$ cat src/include/sprite_config.svh
// ====================
// build constants for the sprite engine
// first board variant only, so the transparent pen is fixed
// gfx rom width must cover a 9-bit tile with 16x16 4bpp pixels
// ====================
`ifndef SPRITE_CONFIG_SVH
`define SPRITE_CONFIG_SVH

// ==================== sprite list
// entries in the host list and bytes per entry
`define SPRITE_COUNT 64
`define SPRITE_BYTES 4

// square sprites, one line buffer per display line
`define SPRITE_SIZE  16
`define LINE_WIDTH   256

// ==================== decode constants
// list y byte counts up from the bottom of the screen
`define Y_ORIGIN     240
// 9-bit x is biased so that off-screen left is reachable
`define X_BIAS       128

// pen value that never reaches the line buffer
`define TRANS_PEN    0

// ==================== graphics memory
// 128K bytes of sprite graphics
`define GFX_ADDR_W   17

`endif
$ cat src/source/sprite_pkg.sv
// ====================
// shared types for the sprite engine
// entry packs tile, x, y, colour, flip x, flip y from the msb down
// ====================
`include "sprite_config.svh"

package sprite_pkg;

    typedef logic [7:0]               list_addr_t;
    typedef logic [7:0]               byte_t;
    typedef logic [5:0]               slot_t;
    typedef logic [8:0]               tile_t;
    typedef logic [8:0]               xpos_t;
    typedef logic [7:0]               ypos_t;
    typedef logic [3:0]               colour_t;
    typedef logic [3:0]               pen_t;
    // colour in the upper nibble, pen in the lower
    typedef logic [7:0]               pixel_t;
    typedef logic [31:0]              sprite_entry_t;
    typedef logic [`GFX_ADDR_W-1:0]   gfx_addr_t;
    // also wide enough for the horizontal count
    typedef logic [8:0]               line_t;

    // seven states per entry while copying
    typedef enum logic [2:0] {
        COPY_IDLE, COPY_ADDR, COPY_Y, COPY_TILE,
        COPY_ATTR, COPY_X, COPY_WRITE, COPY_NEXT
    } copy_state_t;

    typedef enum logic [2:0] {
        RENDER_IDLE, RENDER_CLEAR, RENDER_READ, RENDER_LATCH,
        RENDER_TEST, RENDER_FETCH, RENDER_DRAW, RENDER_WAIT
    } render_state_t;

endpackage

$ cat src/source/sprite_list_copy.sv
`timescale 1ns/1ns
// ====================
// list ram with host write port, vblank irq and list decode
// a copy takes 7 clocks per entry and cannot be restarted
// host writes stall while the copy runs
// ====================
`include "sprite_config.svh"

module sprite_list_copy import sprite_pkg::*; (
    input  logic          clk_sys,
    input  logic          reset,
    input  logic          vblank,
    input  logic          irq_ack,
    input  logic          list_wr_valid,
    input  list_addr_t    list_wr_addr,
    input  byte_t         list_wr_data,
    output logic          list_wr_ready,
    output logic          irq,
    output logic          copy_busy,
    output logic          buf_wr_en,
    output slot_t         buf_wr_slot,
    output sprite_entry_t buf_wr_entry
);

    byte_t       list_mem [`SPRITE_COUNT * `SPRITE_BYTES];
    list_addr_t  rd_addr;
    byte_t       rd_data;
    logic        vblank_q;
    logic        vbl_rise;
    logic        vbl_fall;
    copy_state_t state;
    copy_state_t state_next;
    slot_t       slot;
    tile_t       tile;
    xpos_t       xpos;
    ypos_t       ypos;
    colour_t     colour;
    logic        x_msb;
    logic        flip_x;
    logic        flip_y;

    assign vbl_rise = vblank & ~vblank_q;
    assign vbl_fall = ~vblank & vblank_q;

    // ====================
    // list ram, registered read
    always_ff @(posedge clk_sys) begin
        if (list_wr_valid && list_wr_ready) begin
            list_mem[list_wr_addr] <= list_wr_data;
        end
        rd_data <= list_mem[rd_addr];
    end

    // vblank edges and cpu interrupt
    always_ff @(posedge clk_sys) begin
        if (reset) begin
            vblank_q <= 1'b0;
            irq      <= 1'b0;
        end else begin
            vblank_q <= vblank;
            if (vbl_rise) begin
                irq <= 1'b1;
            end else if (irq_ack || vbl_fall) begin
                irq <= 1'b0;
            end
        end
    end

    // ====================
    // copy fsm
    always_comb begin
        state_next = state;
        case (state)
            COPY_IDLE:  if (vbl_rise) state_next = COPY_ADDR;
            COPY_ADDR:  state_next = COPY_Y;
            COPY_Y:     state_next = COPY_TILE;
            COPY_TILE:  state_next = COPY_ATTR;
            COPY_ATTR:  state_next = COPY_X;
            COPY_X:     state_next = COPY_WRITE;
            COPY_WRITE: state_next = COPY_NEXT;
            COPY_NEXT: begin
                if (slot == slot_t'(`SPRITE_COUNT - 1)) begin
                    state_next = COPY_IDLE;
                end else begin
                    state_next = COPY_ADDR;
                end
            end
            default:    state_next = COPY_IDLE;
        endcase
    end

    // read address runs one byte ahead of the decode
    always_ff @(posedge clk_sys) begin
        if (reset) begin
            state         <= COPY_IDLE;
            slot          <= '0;
            rd_addr       <= '0;
            list_wr_ready <= 1'b0;
        end else begin
            state         <= state_next;
            list_wr_ready <= (state_next == COPY_IDLE);
            case (state)
                COPY_IDLE: begin
                    slot    <= '0;
                    rd_addr <= '0;
                end
                COPY_ADDR, COPY_Y, COPY_TILE: rd_addr <= rd_addr + 1'b1;
                COPY_NEXT: begin
                    slot    <= slot + 1'b1;
                    rd_addr <= rd_addr + 1'b1;
                end
                default: ;
            endcase
        end
    end

    // byte decode into the entry fields
    always_ff @(posedge clk_sys) begin
        case (state)
            COPY_Y:    ypos <= ypos_t'(`Y_ORIGIN) - rd_data;
            COPY_TILE: tile[7:0] <= rd_data;
            COPY_ATTR: begin
                x_msb   <= rd_data[0];
                tile[8] <= rd_data[1];
                flip_x  <= rd_data[2];
                flip_y  <= rd_data[3];
                colour  <= rd_data[7:4];
            end
            COPY_X:    xpos <= {x_msb, rd_data} - xpos_t'(`X_BIAS);
            default: ;
        endcase
    end

    assign copy_busy    = (state != COPY_IDLE);
    assign buf_wr_en    = (state == COPY_WRITE);
    assign buf_wr_slot  = slot;
    assign buf_wr_entry = {tile, xpos, ypos, colour, flip_x, flip_y};

    // ready register must track the fsm exactly
    a_ready_not_busy: assert property (@(posedge clk_sys) disable iff (reset)
        copy_busy |-> !list_wr_ready);

endmodule

$ cat config.mk
export PLATFORM = sky130hd
export DESIGN_NAME = sprite_list_copy
export DESIGN_NICKNAME = d
export VERILOG_FILES = /design/src/source/sprite_pkg.sv /design/src/source/sprite_list_copy.sv
export VERILOG_INCLUDE_DIRS = /design/src /design/src/include
export SDC_FILE = /design/constraint.sdc
export NUM_CORES = 2
export LEC_CHECK = 0
export ABC_AREA = 1
export ABC_CLOCK_PERIOD_IN_PS = 1800
export BUFFER_PORTS_ARGS = -buffer_cell sky130_fd_sc_hd__buf_4
export CAP_MARGIN = 0
export CORE_UTILIZATION = 30
export CTS_CLUSTER_DIAMETER = 40
export CTS_CLUSTER_SIZE = 25
export DETAILED_ROUTE_END_ITERATION = 8
export GPL_ROUTABILITY_DRIVEN = 0
export PLACE_DENSITY = 0.43
export SKIP_LAST_GASP = 1
export SLEW_MARGIN = 30
export SYNTH_ARGS = -nofsm -noshare
export SYNTH_HDL_FRONTEND = slang
export SYNTH_SLANG_ARGS = --single-unit
$ cat constraint.sdc
create_clock -name clk_sys -period 1.8 [get_ports clk_sys]
set_input_delay 0.18 -clock clk_sys [delete_from_list [all_inputs] [get_ports clk_sys]]
set_output_delay 0.18 -clock clk_sys [all_outputs]
set_load 0.1 [all_outputs]
=== After elaboration in Yosys (flattened, before gate mapping) ===
Memory sizes are Yosys's and may differ from the RTL's. A register that Yosys moved wholly into a read port is not among the register bits.
Cells that the tools add are included.

* Add/subtract/negate cells: 4
* Multipliers: 0
* Div/mod/pow operators: 0
* $lt $le $gt $ge: 0
* Eq/ne operators: 8
* Shifts and indexed selects: 0
* Multiplexer cells: 9
* Bitwise operators: 4
* Reduce and logical (&&, ||, !) cells: 9

{| class="wikitable"
|+ Operators by type and width
! cell !! count
|-
| 3-bit case mux with 8 select lines || 1
|-
| 8-bit case mux with 2 select lines || 1
|-
| 3-bit equality test (second input constant) || 4
|-
| 6-bit case mux with 2 select lines || 1
|-
| 9-bit by 8-bit subtractor with 9-bit output (second input constant) || 1
|-
| 8-bit by 1-bit adder with 8-bit output (second input constant) || 1
|-
| 8-bit subtractor (first input constant) || 1
|-
| 6-bit by 1-bit adder with 6-bit output (second input constant) || 1
|-
| 3-bit by 2-bit equality test with 1-bit output (second input constant) || 2
|-
| 6-bit equality test (second input constant) || 1
|-
| 3-bit logical NOT || 2
|-
| 2-bit nonzero test || 3
|-
| 1-bit two-way mux || 5
|-
| 4-bit OR reduction || 1
|-
| 3-bit by 1-bit equality test with 1-bit output (second input constant) || 1
|-
| 3-bit two-way mux || 1
|-
| 3-bit nonzero test || 1
|-
| 1-bit AND || 2
|-
| 1-bit inverter || 2
|-
| 1-bit logical AND || 1
|-
| 1-bit logical OR || 1
|}

* Register bits: 53
* Bits in latches: 0
* RAM bits: 2,048
* Bits in read-only memories: 0
* Input port bits: 21
* Output and inout port bits: 42
* Word-level logic and storage cells: 49
* Memories kept: 1

{| class="wikitable"
|+ Memories
! memory !! depth !! bits a word !! read ports !! clocked after memory_dff !! write ports !! RTL line !! text
|-
| list_mem || 256 || 8 || 1 || 1 || 1 || sprite_list_copy.sv:25 || <nowiki>byte_t list_mem [`SPRITE_COUNT * `SPRITE_BYTES];</nowiki>
|}

=== Depth between registers and ports, before layout ===
* Depth after elaboration: 5
* Mapped depth: 15
* Depth with buffers taken out: 11

=== Least setup slack after synthesis ===
Ideal clock, no wire load.

* Path type: register to register
* Start: reg list_wr_ready
* End: mem list_mem[198][0] (netlist bit), enable pin
* Library setup time: 0.370 ns
* Arrival time: 2.254 ns
* Data required time: 1.430 ns
* Slack: -0.824 ns
* Cell stages (with the launch flop): 7
* Buffers on the path: 2
* Clock period less this slack: 2.624 ns
* Path through: dfxtp_1 -> nand2_1 -> inv_1 -> clkbuf_1 -> nand3_1 -> clkbuf_1 -> nor2_1

* Longest elaborated chain between the ends: 3

{| class="wikitable"
|+ Ends and longest elaborated chain
! what !! RTL line !! text
|-
| start, declared || sprite_list_copy.sv:17 || <nowiki>output logic list_wr_ready,</nowiki>
|-
| start signal, assigned || sprite_list_copy.sv:101 || <nowiki>list_wr_ready <= (state_next == COPY_IDLE);</nowiki>
|-
| 1-bit logical AND || sprite_list_copy.sv:48 || <nowiki>if (list_wr_valid && list_wr_ready) begin</nowiki>
|-
| 1-bit two-way mux || sprite_list_copy.sv:48 ||
|-
| 1-bit two-way mux (not written as such) || sprite_list_copy.sv:49 || <nowiki>list_mem[list_wr_addr] <= list_wr_data;</nowiki>
|-
| end, declared || sprite_list_copy.sv:25 ||
|}

Every way passes these cells.

==> run_results.csv <==
group,metric,value,unit
pwr,ir_drop,0.745,mV
worst_setup_path,cp_top_family,"buffers and inverters",
pwr,p_leak,41.0,nW
clock_tree,root_buffer,"clkbuf_16",
clock_tree,cts_buffers,354,
cells_and_area,drive_above_1_share,25.2,%
route,ant_nets,0,
yosys,synthesis.nets,7198,
worst_setup_path,crit_path_end_kind,"register",
route,vias,59300,
route,wire_per_inst,24.1,µm
clock_tree,htreeDepth,5,
yosys,synth_area_per_cell,11.9,µm²
pwr,report.power.total,0.140,W
worst_setup_path,start_kind,"register",
worst_setup_path,path_common_cell,"buf_12",
route,drt_iter0_drc,4939,
global_route,grt_overflow_total,0,
timing,worst_slew_pin_slew,0.798,ns
global_route,antenna_found_initial,6,
yosys,synth_cell_types,30,
worst_setup_path,rrSetupSlack,-0.63,ns
worst_setup_path,arrival,3.18,ns
timing,fin_crit,2.43,ns
min_path,hp-class,"in -> reg",
floorplan,core_area,283000,µm²
pwr,power_density,1230,nW/µm²
yosys,ys_seq_area_share,73.9,%
floorplan,ios,63,
worst_setup_path,crit_chain,"buf_12 > clkinv_16 > buf_16 > buf_16 > buf_12 > buf_12 > nand2_1 > nand3_1 > nand3_1 > nand3_2 > nand3_4 > nand3_4 > nand3_2 > nand2_2 > nand2_4 > nand2_2",
pwr,p_clk_share,48.8,%
global_route,grt_util_met1,27.6,%
timing,setup_viol,606,
clock_tree,cts_tree,"done",
global_route,grt_max_degree,77,
timing,layout_setup_ws,-0.627,ns
clock_tree,clk_latency,0.89,ns
route,dr.pass1.iters,5,
min_path,hp-start,"list_wr_addr[1]",
cells_and_area,area.sequential,63100,µm²
pwr,internal-power,0.104,W
outcome,outcome,"finished with violations",
timing,slew_headroom,46.7,%
flow_run,maxCapViolCount,0,
placed_design,port_buffers,62,
global_route,met2_usage,32.1,%
yosys,synth_seq_cells,2109,
cells_and_area,multi_input_comb_area,22400,µm²
worst_setup_path,slowest_stage,"dfxtp_4",
min_path,hold_end,"list_mem[165][1]",
global_route,busiest_layer,"met2",
cells_and_area,final_cell_mix,"2084 x nand2_1, 2081 x edfxtp_1, 1693 x nand3_1, 613 x buf_4, 369 x clkbuf_16",
cells_and_area,synthToLayoutAreaGrowth,33.9,%
route,routed_wl,291000,µm
timing,fmax,0.412,GHz
pwr,seq_power_share,38.8,%
cells_and_area,fillers,26600,
worst_setup_path,path_class,"reg -> reg",
floorplan,dieWidth,535,µm
cells_and_area,final_nets,8041,
timing,hold_viol,0,
min_path,hold_path_depth,6,
worst_setup_path,r2r-end,"rd_data[7]",
timing,rsz0062_at_grt,"yes",
worst_setup_path,slowest_delay,0.37,ns
yosys,yosysWarnings,0,
pwr,sw_frac_of_total,25.9,%
worst_setup_path,critPathBufInv,6,
route,detail_route.vias_per_cell,4.92,
placed_design,place_inst,11300,
placed_design,hpwl,176000,µm
route,route.detailed.drc,0,
outcome,violations,"setup timing",
worst_setup_path,critPathRequiredTime,2.55,ns
yosys,netlist_area,85300,µm²
pwr,comb_power_share,12.4,%
pwr,p_switching,0.0363,W
cells_and_area,final_cells,12100,
floorplan,floorplan.initialDensity,30.2,%
worst_setup_path,r2r-start,"rd_addr[0]",
global_route,grt_pass1_vias,58600,
clock_tree,clock-sinks,2109,
floorplan,die_y,535,µm
floorplan,rows,195,
yosys,syn_inst,7174,
worst_setup_path,r2r_cells,16,
timing,period_share,135,%
clock_tree,cts.path.max_buffers,4,
timing,slew_violations,0,
global_route,met3_usage,3.07,%
clock_tree,cts.clk_slew.worst_paths,0.05,ns
global_route,gr-usage-all-layers,19.9,%
floorplan,die_area,287000,µm²
cells_and_area,final_common_cell,"nand2_1",
worst_setup_path,cp_max_fo,12,
global_route,grt_first_pass_wirelength,417000,µm
timing,fin_skew,0.0415,ns
[power by group through the flow]
stage | registers [W] | logic, W | clock network (W)
after floorplan | 0.0555 | 0.00734 | 0
after global placement | 0.0553 | 0.0141 | 0
after detailed placement | 0.0553 | 0.0141 | 0
after CTS | 0.0543 | 0.0170 | 0.0696
after global routing | 0.0543 | 0.0187 | 0.0716
final | 0.0543 | 0.0173 | 0.0684
[worst register-to-register path: stages (launching register included)]
cell and delay [ns]:
dfxtp_4 0.37, buf_12 0.18, clkinv_16 0.13, buf_16 0.20, buf_16 0.24, buf_12 0.13
buf_12 0.14, nand2_1 0.06, nand3_1 0.07, nand3_1 0.10, nand3_2 0.09, nand3_4 0.10
nand3_4 0.15, nand3_2 0.13, nand2_2 0.07, nand2_4 0.11, nand2_2 0.06
[synthesized netlist by cell type (all sizes together)]
master  instances  area share (%)
a211oi          1          0.0088
a21oi          11           0.065
a221oi          4           0.041
and3            1          0.0073
and3b           1           0.010
buf           384             2.4
clkbuf        103            0.45
clkinv          4           0.018
dfxtp          28            0.66
edfxtp       2081              73
ha              3           0.044
inv            54            0.24
nand2        2145             9.4
nand3        2023              12
nor2          302             1.3
nor3            5           0.035
nor4            1          0.0073
o211ai          1          0.0088
o21a            1          0.0088
o21ai          13           0.076
o22ai           1          0.0073
xnor2           3           0.031
xor2            4           0.041
[state kept, by name, indices dropped and copies added, names as in the netlist, 4 cells and up]
signal / count
xpos: 9
list_mem: 2048
colour: 4
rd_data: 8
rd_addr: 8
ypos: 8
tile: 9
buf_wr_slot: 6
[cells by family after synthesis]
logic type | after synthesis | synth area share (%)
simple gates | 4478 | 22.7
flops | 2109 | 73.9
buf+inv | 545 | 3.10
compound gates | 32 | 0.216
xor+xnor | 7 | 0.0718
fa+ha+maj | 3 | 0.0440
[through the flow]
step / setup slack, ns / hold slack (ns) / TNS, ns / utilization (%) / cell area (µm²)
floorplan: -0.138 / 0.258 / -125.55 / - / 85800
global placement: -0.963 / 0.411 / -11.59 / 34.4 / 97300
detailed placement: -0.931 / 0.450 / -13.01 / 34.4 / 97300
CTS: -0.539 / 0.0181 / -4.89 / 40.1 / 113000
global route: -0.681 / 0.127 / -60.48 / 40.4 / 114000
finish: -0.627 / 0.120 / -21.39 / 40.4 / 114000
[layer usage]
metal | up-vias | part of all wire, %
met1 | 29700 | 45
met3 | 414 | 5.7
li1 | 27400 | -
met5 | - | 0
met2 | 1786 | 47
met4 | 0 | 2.8
[worst max-delay path by stage]
stage / from / to / slack [ns] / depth (start not counted)
final: rd_addr[0] / rd_data[7] / -0.63 / 16
after global routing: rd_addr[0] / rd_data[1] / -0.68 / 16
after CTS: rd_addr[0] / rd_data[5] / -0.54 / 16
after detailed placement: rd_addr[0] / rd_data[5] / -0.93 / 14
after global placement: rd_addr[0] / rd_data[1] / -0.96 / 13
after floorplan: list_wr_ready / list_mem[105][0] / -0.14 / 6
[layout make-up]
type	count	area share (%)
tap	3743	4.10
antenna	3	0.00657
clock buffer	387	8.04
timing repair buffer	972	10.2
timing repair inverter	2	0.0241
inverter	58	0.249
sequential	2109	55.2
multi-input combinational	4520	19.6
clock inverter	260	2.53
[what timing repair did]
action / in CTS / in global routing
hold buffers: 13 / 0
endpoints found under the setup margin: 27 / 168
gates cloned: 38 / 7
pin swaps: 91 / 69
resized for setup: 440 / 173
setup buffers: 47 / 15
hold endpoints to repair: 1490 / 0
(Power assumes the default switching activity.)
