File: config.mk
export PLATFORM = sky130hd
export DESIGN_NAME = sprite_line_render
export DESIGN_NICKNAME = d
export VERILOG_FILES = /design/src/source/sprite_pkg.sv /design/src/source/sprite_line_render.sv
export VERILOG_INCLUDE_DIRS = /design/src /design/src/include
export SDC_FILE = /design/constraint.sdc
export NUM_CORES = 2
export LEC_CHECK = 0
export BUFFER_PORTS_ARGS = -buffer_cell sky130_fd_sc_hd__clkbuf_2
export CORE_ASPECT_RATIO = 0.5
export CORE_MARGIN = 5
export CORE_UTILIZATION = 55
export CTS_CLUSTER_SIZE = 14
export DETAILED_ROUTE_END_ITERATION = 16
export PLACE_DENSITY = 0.73
export SKIP_LAST_GASP = 1
export SYNTH_ARGS = -nofsm -noshare
export SYNTH_HDL_FRONTEND = slang
export SYNTH_SLANG_ARGS = --single-unit
File: constraint.sdc
create_clock -name clk_sys -period 9.7 [get_ports clk_sys]
set_input_delay 0.97 -clock clk_sys [delete_from_list [all_inputs] [get_ports clk_sys]]
set_output_delay 0.97 -clock clk_sys [all_outputs]
set_load 0.05 [all_outputs]
File: src/include/sprite_config.svh
// ====================
// build constants for the sprite engine
// first board variant only, so the transparent pen is fixed
// gfx rom width must cover a 9-bit tile with 16x16 4bpp pixels
// ====================
`ifndef SPRITE_CONFIG_SVH
`define SPRITE_CONFIG_SVH

// ==================== sprite list
// entries in the host list and bytes per entry
`define SPRITE_COUNT 64
`define SPRITE_BYTES 4

// square sprites, one line buffer per display line
`define SPRITE_SIZE  16
`define LINE_WIDTH   256

// ==================== decode constants
// list y byte counts up from the bottom of the screen
`define Y_ORIGIN     240
// 9-bit x is biased so that off-screen left is reachable
`define X_BIAS       128

// pen value that never reaches the line buffer
`define TRANS_PEN    0

// ==================== graphics memory
// 128K bytes of sprite graphics
`define GFX_ADDR_W   17

`endif
File: src/source/sprite_pkg.sv
// ====================
// shared types for the sprite engine
// entry packs tile, x, y, colour, flip x, flip y from the msb down
// ====================
`include "sprite_config.svh"

package sprite_pkg;

    typedef logic [7:0]               list_addr_t;
    typedef logic [7:0]               byte_t;
    typedef logic [5:0]               slot_t;
    typedef logic [8:0]               tile_t;
    typedef logic [8:0]               xpos_t;
    typedef logic [7:0]               ypos_t;
    typedef logic [3:0]               colour_t;
    typedef logic [3:0]               pen_t;
    // colour in the upper nibble, pen in the lower
    typedef logic [7:0]               pixel_t;
    typedef logic [31:0]              sprite_entry_t;
    typedef logic [`GFX_ADDR_W-1:0]   gfx_addr_t;
    // also wide enough for the horizontal count
    typedef logic [8:0]               line_t;

    // seven states per entry while copying
    typedef enum logic [2:0] {
        COPY_IDLE, COPY_ADDR, COPY_Y, COPY_TILE,
        COPY_ATTR, COPY_X, COPY_WRITE, COPY_NEXT
    } copy_state_t;

    typedef enum logic [2:0] {
        RENDER_IDLE, RENDER_CLEAR, RENDER_READ, RENDER_LATCH,
        RENDER_TEST, RENDER_FETCH, RENDER_DRAW, RENDER_WAIT
    } render_state_t;

endpackage

File: src/source/sprite_line_render.sv
`timescale 1ns/1ns
// ====================
// per-line sprite renderer with its own sprite buffer and line buffer
// starts at h_count >= 256 for line v_count + 1, idles again at h_count 0
// pix_data reads the line buffer, valid after line_done
// ====================
`include "sprite_config.svh"

module sprite_line_render import sprite_pkg::*; (
    input  logic          clk_sys,
    input  logic          reset,
    input  line_t         h_count,
    input  line_t         v_count,
    input  logic          buf_wr_en,
    input  slot_t         buf_wr_slot,
    input  sprite_entry_t buf_wr_entry,
    input  byte_t         gfx_rd_data,
    input  byte_t         pix_x,
    output logic          render_busy,
    output logic          line_done,
    output gfx_addr_t     gfx_rd_addr,
    output pixel_t        pix_data
);

    sprite_entry_t buf_mem [`SPRITE_COUNT];
    sprite_entry_t buf_rd_data;
    pixel_t        line_buf [`LINE_WIDTH];
    render_state_t state;
    slot_t         slot;
    byte_t         clear_x;
    logic [3:0]    ofs;
    line_t         cur_line;
    tile_t         spr_tile;
    xpos_t         spr_x;
    ypos_t         spr_y;
    colour_t       spr_colour;
    logic          spr_flip_x;
    logic          spr_flip_y;
    logic [3:0]    row;
    logic [3:0]    fx_ofs;
    logic [3:0]    fy_ofs;
    logic          visible;
    logic          sprite_end;
    line_t         draw_x;
    pen_t          pen;
    logic          lb_wr_en;
    line_t         lb_wr_addr;
    pixel_t        lb_wr_data;

    // ====================
    // sprite geometry
    assign row     = 4'(cur_line - line_t'(spr_y));
    assign fx_ofs  = spr_flip_x ? 4'(`SPRITE_SIZE - 1) - ofs : ofs;
    assign fy_ofs  = spr_flip_y ? 4'(`SPRITE_SIZE - 1) - row : row;
    assign visible = (cur_line >= line_t'(spr_y)) &&
                     (cur_line < line_t'(spr_y) + line_t'(`SPRITE_SIZE)) &&
                     (spr_x < line_t'(`LINE_WIDTH));
    assign draw_x  = spr_x + line_t'(ofs);

    // top address bit only used by other board variants
    assign gfx_rd_addr = {1'b0, fx_ofs[1], spr_tile, fy_ofs, fx_ofs[3:2]};
    // nibble select follows the flipped offset
    assign pen = fx_ofs[0] ? gfx_rd_data[7:4] : gfx_rd_data[3:0];

    assign sprite_end = ((state == RENDER_TEST) && !visible) ||
                        ((state == RENDER_DRAW) && (ofs == 4'(`SPRITE_SIZE - 1)));
    assign render_busy = (state != RENDER_IDLE) && (state != RENDER_WAIT);

    // line buffer write, clear or opaque pixel on screen
    always_comb begin
        lb_wr_en   = 1'b0;
        lb_wr_addr = line_t'(clear_x);
        lb_wr_data = {colour_t'(0), pen_t'(`TRANS_PEN)};
        if (state == RENDER_CLEAR) begin
            lb_wr_en = 1'b1;
        end else if ((state == RENDER_DRAW) && (pen != pen_t'(`TRANS_PEN)) &&
                     (draw_x < line_t'(`LINE_WIDTH))) begin
            lb_wr_en   = 1'b1;
            lb_wr_addr = draw_x;
            lb_wr_data = {spr_colour, pen};
        end
    end

    // ====================
    // sprite buffer, written by the list copy
    always_ff @(posedge clk_sys) begin
        if (buf_wr_en) begin
            buf_mem[buf_wr_slot] <= buf_wr_entry;
        end
        buf_rd_data <= buf_mem[slot];
    end

    // line buffer with host readout
    always_ff @(posedge clk_sys) begin
        if (lb_wr_en) begin
            line_buf[lb_wr_addr[7:0]] <= lb_wr_data;
        end
        pix_data <= line_buf[pix_x];
    end

    // ====================
    // draw fsm
    always_ff @(posedge clk_sys) begin
        if (reset) begin
            state     <= RENDER_IDLE;
            slot      <= '0;
            clear_x   <= '0;
            ofs       <= '0;
            line_done <= 1'b0;
        end else begin
            line_done <= 1'b0;
            case (state)
                RENDER_IDLE: begin
                    clear_x <= '0;
                    if (h_count >= line_t'(`LINE_WIDTH)) begin
                        state <= RENDER_CLEAR;
                    end
                end
                RENDER_CLEAR: begin
                    clear_x <= clear_x + 1'b1;
                    slot    <= '0;
                    if (clear_x == byte_t'(`LINE_WIDTH - 1)) begin
                        state <= RENDER_READ;
                    end
                end
                RENDER_READ:  state <= RENDER_LATCH;
                RENDER_LATCH: state <= RENDER_TEST;
                RENDER_TEST: begin
                    ofs <= '0;
                    if (visible) begin
                        state <= RENDER_FETCH;
                    end
                end
                RENDER_FETCH: state <= RENDER_DRAW;
                RENDER_DRAW: begin
                    ofs <= ofs + 1'b1;
                    if (!sprite_end) begin
                        state <= RENDER_FETCH;
                    end
                end
                RENDER_WAIT: if (h_count == '0) state <= RENDER_IDLE;
                default:     state <= RENDER_IDLE;
            endcase
            // later slots draw over earlier ones
            if (sprite_end) begin
                if (slot == slot_t'(`SPRITE_COUNT - 1)) begin
                    state     <= RENDER_WAIT;
                    line_done <= 1'b1;
                end else begin
                    slot  <= slot + 1'b1;
                    state <= RENDER_READ;
                end
            end
        end
    end

    // line number and current sprite fields
    always_ff @(posedge clk_sys) begin
        if (state == RENDER_IDLE) begin
            cur_line <= v_count + 1'b1;
        end
        if (state == RENDER_LATCH) begin
            {spr_tile, spr_x, spr_y, spr_colour, spr_flip_x, spr_flip_y} <= buf_rd_data;
        end
    end

    a_lb_addr_in_range: assert property (@(posedge clk_sys) disable iff (reset)
        lb_wr_en |-> (lb_wr_addr < line_t'(`LINE_WIDTH)));

endmodule

After elaboration in Yosys (flattened, before gate mapping)
Memory sizes are Yosys's and may differ from the RTL's. A register that Yosys moved wholly into a read port is not among the register bits. Index checks and enable logic that the tools add are counted.

Equality and inequality tests: 15. Bitwise logic cells: 1. Add/subtract/negate cells: 9. Multiplexer cells: 26. Order comparisons: 5. Reductions and logical operators: 17.

Operators by type and width (number): 8-bit two-way mux (4); 3-bit case mux with 8 select lines (1); 9-bit less-than comparator (second input constant) (2); 3-bit two-way mux (6); 6-bit two-way mux (3); 8-bit case mux with 2 select lines (1); 3-bit == test (second input constant) (4); 4-bit two-way mux (3); 3-bit inequality test (second input constant) (4); 8-bit by 5-bit adder with 9-bit output (second input constant) (1); 9-bit by 1-bit adder with 9-bit output (second input constant) (1); 9-bit by 4-bit adder with 9-bit output (1); 9-bit by 8-bit greater-or-equal comparator with 1-bit output (1); 9-bit greater-or-equal comparator (second input constant) (1); 9-bit logical NOT (1); 9-bit less-than comparator (1); 8-bit by 1-bit adder with 8-bit output (second input constant) (1); 8-bit == test (second input constant) (1); 4-bit case mux with 2 select lines (1); 4-bit subtractor (first input constant) (2); 1-bit logical AND (7); 1-bit two-way mux (7); 6-bit by 1-bit adder with 6-bit output (second input constant) (1); 3-bit by 2-bit == test with 1-bit output (second input constant) (2); 15 further kinds (16).

Word-level logic and storage cells: 87. Input port bits: 75. Output and inout bits: 27. Register bits: 63. Bits in writable memories: 4096. Memories: 2.

Memories: buf_mem (depth 64, width 32, rd ports 1, clocked after memory_dff 1, wr ports 1, line sprite_line_render.sv:25) `` sprite_entry_t buf_mem [`SPRITE_COUNT]; ``; line_buf (depth 256, width 8, rd ports 1, clocked after memory_dff 1, wr ports 1, line sprite_line_render.sv:27) `` pixel_t line_buf [`LINE_WIDTH]; ``.

Logic depth before layout (Yosys ltp)
Word-level depth: 10. Depth in mapped cells: 14. Gate-level depth less buffers: 11.

Worst setup path after synthesis
No wires, ideal clock.

Path type: register to register. From: reg ofs[0]. To: mem line_buf[0][0] (netlist name), data pin. Stages on the path, launching flop included: 11. Clock period less this slack: 9.369 ns. Buffers on the path: 1. Path slack: 0.331 ns. Arrival: 7.980 ns. Data required time: 8.311 ns. Setup time: 1.389 ns. Cell sequence: dfxtp_1 > ha_1 > inv_1 > fa_1 > nor2b_1 > o21ai_1 > a21oi_1 > xnor2_1 > nand2_1 > buf_2 > nor2_1.

Longest elaborated chain between the ends: 8. Elaborated cells on any way between the ends: 10. Those cells by class: 2 x add/sub; 1 x order compare; 4 x mux; 3 x reduce/logical.

Ends and longest elaborated chain: start, declared (line sprite_line_render.sv:31) `logic [3:0] ofs;`; start signal, assigned (line sprite_line_render.sv:136) `ofs <= ofs + 1'b1;`; branches (longest 6 deep; another with 9-bit by 4-bit adder with 9-bit output); 8-bit two-way mux (*) (line sprite_line_render.sv:76) `` end else if ((state == RENDER_DRAW) && (pen != pen_t'(`TRANS_PEN)) && ``; 8-bit two-way mux (*) (line sprite_line_render.sv:74) `if (state == RENDER_CLEAR) begin`; net lb_wr_data[0] (line sprite_line_render.sv:48) `pixel_t lb_wr_data;`; end, declared (line sprite_line_render.sv:27).

Mark *: on every way through the listed nets, which the timed path passes.

Worst setup path after layout
From: reg ofs[0]. To: mem line_buf[241][4] (netlist name), enable pin.

Longest elaborated chain between the ends: 10. Elaborated cells on any way between the ends: 14. Those cells by class: 2 x add/sub; 1 x order compare; 8 x mux; 3 x reduce/logical.

Ends and longest elaborated chain: branches (longest 10 deep; another with 9-bit by 4-bit adder with 9-bit output).

Several ways; the timed one is not identified.

==> run metrics <==
outcome finished, final reports clean; cell row count 140; list of cells traversed by the critical path ha_1 -> inv_1 -> fa_1 -> nor2b_1 -> o21ai_1 -> a21oi_1 -> xnor2_2 -> and2_1 -> o21ai_1 -> nand2_1 -> nor2_1; # setup viols final 0; half-perimeter wire length after detailed placement 212 mm; area taken by multi-input logic gates 0.0347 mm2; Final Slew Violations 0; total number of H-tree levels 5; synthesis-to-finish area growth 10.0%; slowest cell on the critical path o21ai_1; Core Box Area 0.292 mm2; starting utilization of the core area 0.554; fraction of layout cells with a size suffix above 1 0.268; critical path launch point ofs[0]; number of nets at the end of the flow 7343; critical path capture point type flip-flop; Max-slew headroom 0.0965; routability congestion estimate 0.856; total standard cell area after synthesis 0.161 mm2; number of port buffers 100; final worst-path cycle share 0.562; clk sink count 4199; flip-flop and latch count after synthesis 4199; detail-routed via count per cell 6.65; type of the tightest min-delay check in -> reg; maximum resistive drop on vdd 0.000139 V; Iteration-0 DRC Markers 10.8k; final setup TNS 0 ns; source-to-sink clock delay at the later pin of the worst-skew pair 0.90 ns; wirelength, routed 385 mm; Total Routing Usage GR 0.252; number of synthesized flops with an enable pin 4137; mean instance size in the synthesized netlist 23.1 um2; CTS tree yes; initial antenna violation count 22; utilization after layout 0.609; Fmax achieved 183 MHz; Final ANT Viol Nets 0; overall die height 393 um; maximum single-stage delay on the critical path 0.95 ns; most used flip-flop cell after synthesis edfxtp_1; share of flip-flops with an asynchronous set or reset after synthesis 0; footprint of the flip-flops and latches 0.125 mm2; cts bufs inserted 363; sequential fraction of the synthesis area 0.777; worst-case setup margin in the final layout 4.25 ns; fill cell count 19.3k; final setup skew 0.0301 ns; unrepaired setup endpoints after global routing false; largest net degree at the start of global routing 187; root cell of the clock tree clkbuf_16; detailed-route via count 75.7k; DRC violation count after routing 0; dominant cells by area after synthesis edfxtp_1, mux4_2, mux2i_1; critical path launch point type flip-flop; number of buffers inserted to repair setup after CTS 0; most common cell type on the critical path o21ai_1; final-report hold violation count 0; area fraction of the dominant cell type after synthesis 0.769; static power due to leakage 0.0564 uW; actual slew at the worst max-slew pin 1.36 ns; count of distinct cell types in the synthesized netlist 71; min-delay src v_count[0]; number of gates given a new drive strength after cts 0; quantity of hold-fixing buffers added after cts 0; PD cells 193 mW/mm2; Yosys top cell by area edfxtp_1; Worst Path Required 10.21 ns; Ys Warns 0; via count of the first global-routing pass 76.0k; largest fanout on the critical path 17; clock slew seen by the registers of the worst setup and hold paths 0.06 ns; instance count of the mapped netlist 7004; number of buffers on the longest clock path 4; critical path class reg -> reg; global-route wire length before repair 553 mm; Die Span X 776 um; syn_nets 7103; maxcap violations 0; DR WL/cell 33.8 um; # IOs 102; Pre-Repair DR Iteration Count 6; DIE AREA 0.305 mm2; residual overflow from global routing 0; minimum clock period 5.45 ns; endpoint arrival time on the critical path 5.97 ns; worst setup slack after placement 4.23 ns; Reg-to-Reg Start ofs[0]
registers in the layout, indices dropped and copies added (netlist names):
register / count
buf_mem: 2048
line_buf: 2048
buf_rd_data: 32
cur_line: 9
spr_tile: 9
spr_x: 9
clear_x: 8
pix_data: 8
spr_y: 8
slot: 6
ofs: 4
spr_colour: 4
state: 3
line_done: 1
spr_flip_x: 1
spr_flip_y: 1
worst max-delay path, delay by kind of cell (launching register included):
family / cells / cell delay [ns]
XOR/XNOR: 1 / 0.26
buffers and inverters: 1 / 0.06
adder cells (fa/ha/maj): 2 / 0.61
AO/OA/AOI/OAI: 3 / 1.31
flip-flops: 1 / 0.46
AND/OR/NAND/NOR: 4 / 2.35
layout by cell type (no fill, tap or decap), types with 23 or more instances in the layout:
master | netlist | final
o21ai_0 | 54 | 54
nand2_1 | 93 | 80
dfxtp_1 | 62 | 56
clkbuf_2 | 0 | 95
mux4_2 | 1180 | 1180
nor2_1 | 377 | 308
nor2b_1 | 33 | 31
o221ai_1 | 24 | 24
buf_4 | 51 | 136
clkinv_2 | 0 | 23
clkbuf_1 | 167 | 123
a21oi_1 | 59 | 59
mux2i_1 | 161 | 161
o22ai_1 | 72 | 72
clkinv_1 | 0 | 42
clkbuf_16 | 0 | 373
nor3_1 | 34 | 34
edfxtp_1 | 4137 | 4137
nand3_1 | 53 | 53
nor2_4 | 0 | 69
stage by stage:
step	cell area, um2	power [uW]	hold WS (ns)	cells
final	178000	34200	0.362	11380
after global routing	178000	35200	0.341	11379
after CTS	178000	34300	0.304	11379
after detailed placement	167000	21100	0.389	10784
after global placement	167000	21000	0.387	10784
after floorplan	161000	20700	0.386	7004
cell usage after synthesis (5+ instances only):
master and instances:
a2111oi_0 22, a211oi_1 22, a21o_1 11, a21oi_1 59
a22oi_1 8, a311oi_1 5, and3_1 15, buf_1 36
buf_2 119, buf_4 51, buf_6 8, clkbuf_1 167
dfxtp_1 62, edfxtp_1 4137, ha_1 22, inv_1 22
mux2_2 16, mux2i_1 161, mux4_2 1180, nand2_1 93
nand2b_1 17, nand3_1 53, nand4_1 15, nor2_1 377
nor2b_1 33, nor3_1 34, o21ai_0 54, o21ai_1 5
o221ai_1 24, o22ai_1 72, or2_2 6, xnor2_1 18
xor2_1 8
power breakdown:
| group | leakage, uW | switching, uW | internal (uW) | total, uW |
|---|---|---|---|---|
| combinational | 0.0106 | 542 | 250 | 793 |
| clock | 0.00515 | 6270 | 7270 | 13500 |
| sequential | 0.0407 | 30.9 | 19800 | 19900 |
| total | 0.0564 | 6850 | 27400 | 34200 |
cell type report:
class / count / share of cell area
sequential: 4199 / 0.706
multi-input combinational: 2401 / 0.195
clock buffer: 508 / 0.0561
tap: 3905 / 0.0275
timing repair buffer: 256 / 0.0111
clock inverter: 87 / 0.00355
inverter: 23 / 0.000486
antenna: 1 / 0.0000141
cells by family (layout without fill, tap and decap cells):
group / count (synthesis) / count (layout) / synth area share
multiplexers: 1359 / 1359 / 0.176
AND/OR/NAND/NOR: 672 / 672 / 0.0184
XOR/XNOR: 27 / 27 / 0.00151
flip-flops: 4199 / 4199 / 0.777
other: 1 / 2 / 0.0000232
AO/OA/AOI/OAI: 318 / 318 / 0.0133
adder cells (fa/ha/maj): 24 / 24 / 0.00195
buffers and inverters: 404 / 874 / 0.0119
path summary, 6_finish.rpt:
kind	slack (ns)	cells after the start	to
worst min register to register	0.40	0	spr_x[3]
worst min-delay path	0.36	2	cur_line[0]
worst max-delay path	4.25	11	line_buf[241][4]
worst max register to register	4.25	11	line_buf[241][4]
routing by layer:
| layer | wire length [um] | up-vias | global-route usage | part of all wire |
|---|---|---|---|---|
| met1 | 146000 | 40166 | 0.359 | 0.38 |
| li1 | - | 30185 | - | - |
| met2 | 189000 | 4735 | 0.410 | 0.49 |
| met5 | 5 | - | 0 | 0.000013 |
| met3 | 39200 | 631 | 0.0481 | 0.10 |
| met4 | 10900 | 2 | 0.0671 | 0.028 |
Note: power is estimated with default switching activity, not from simulation.
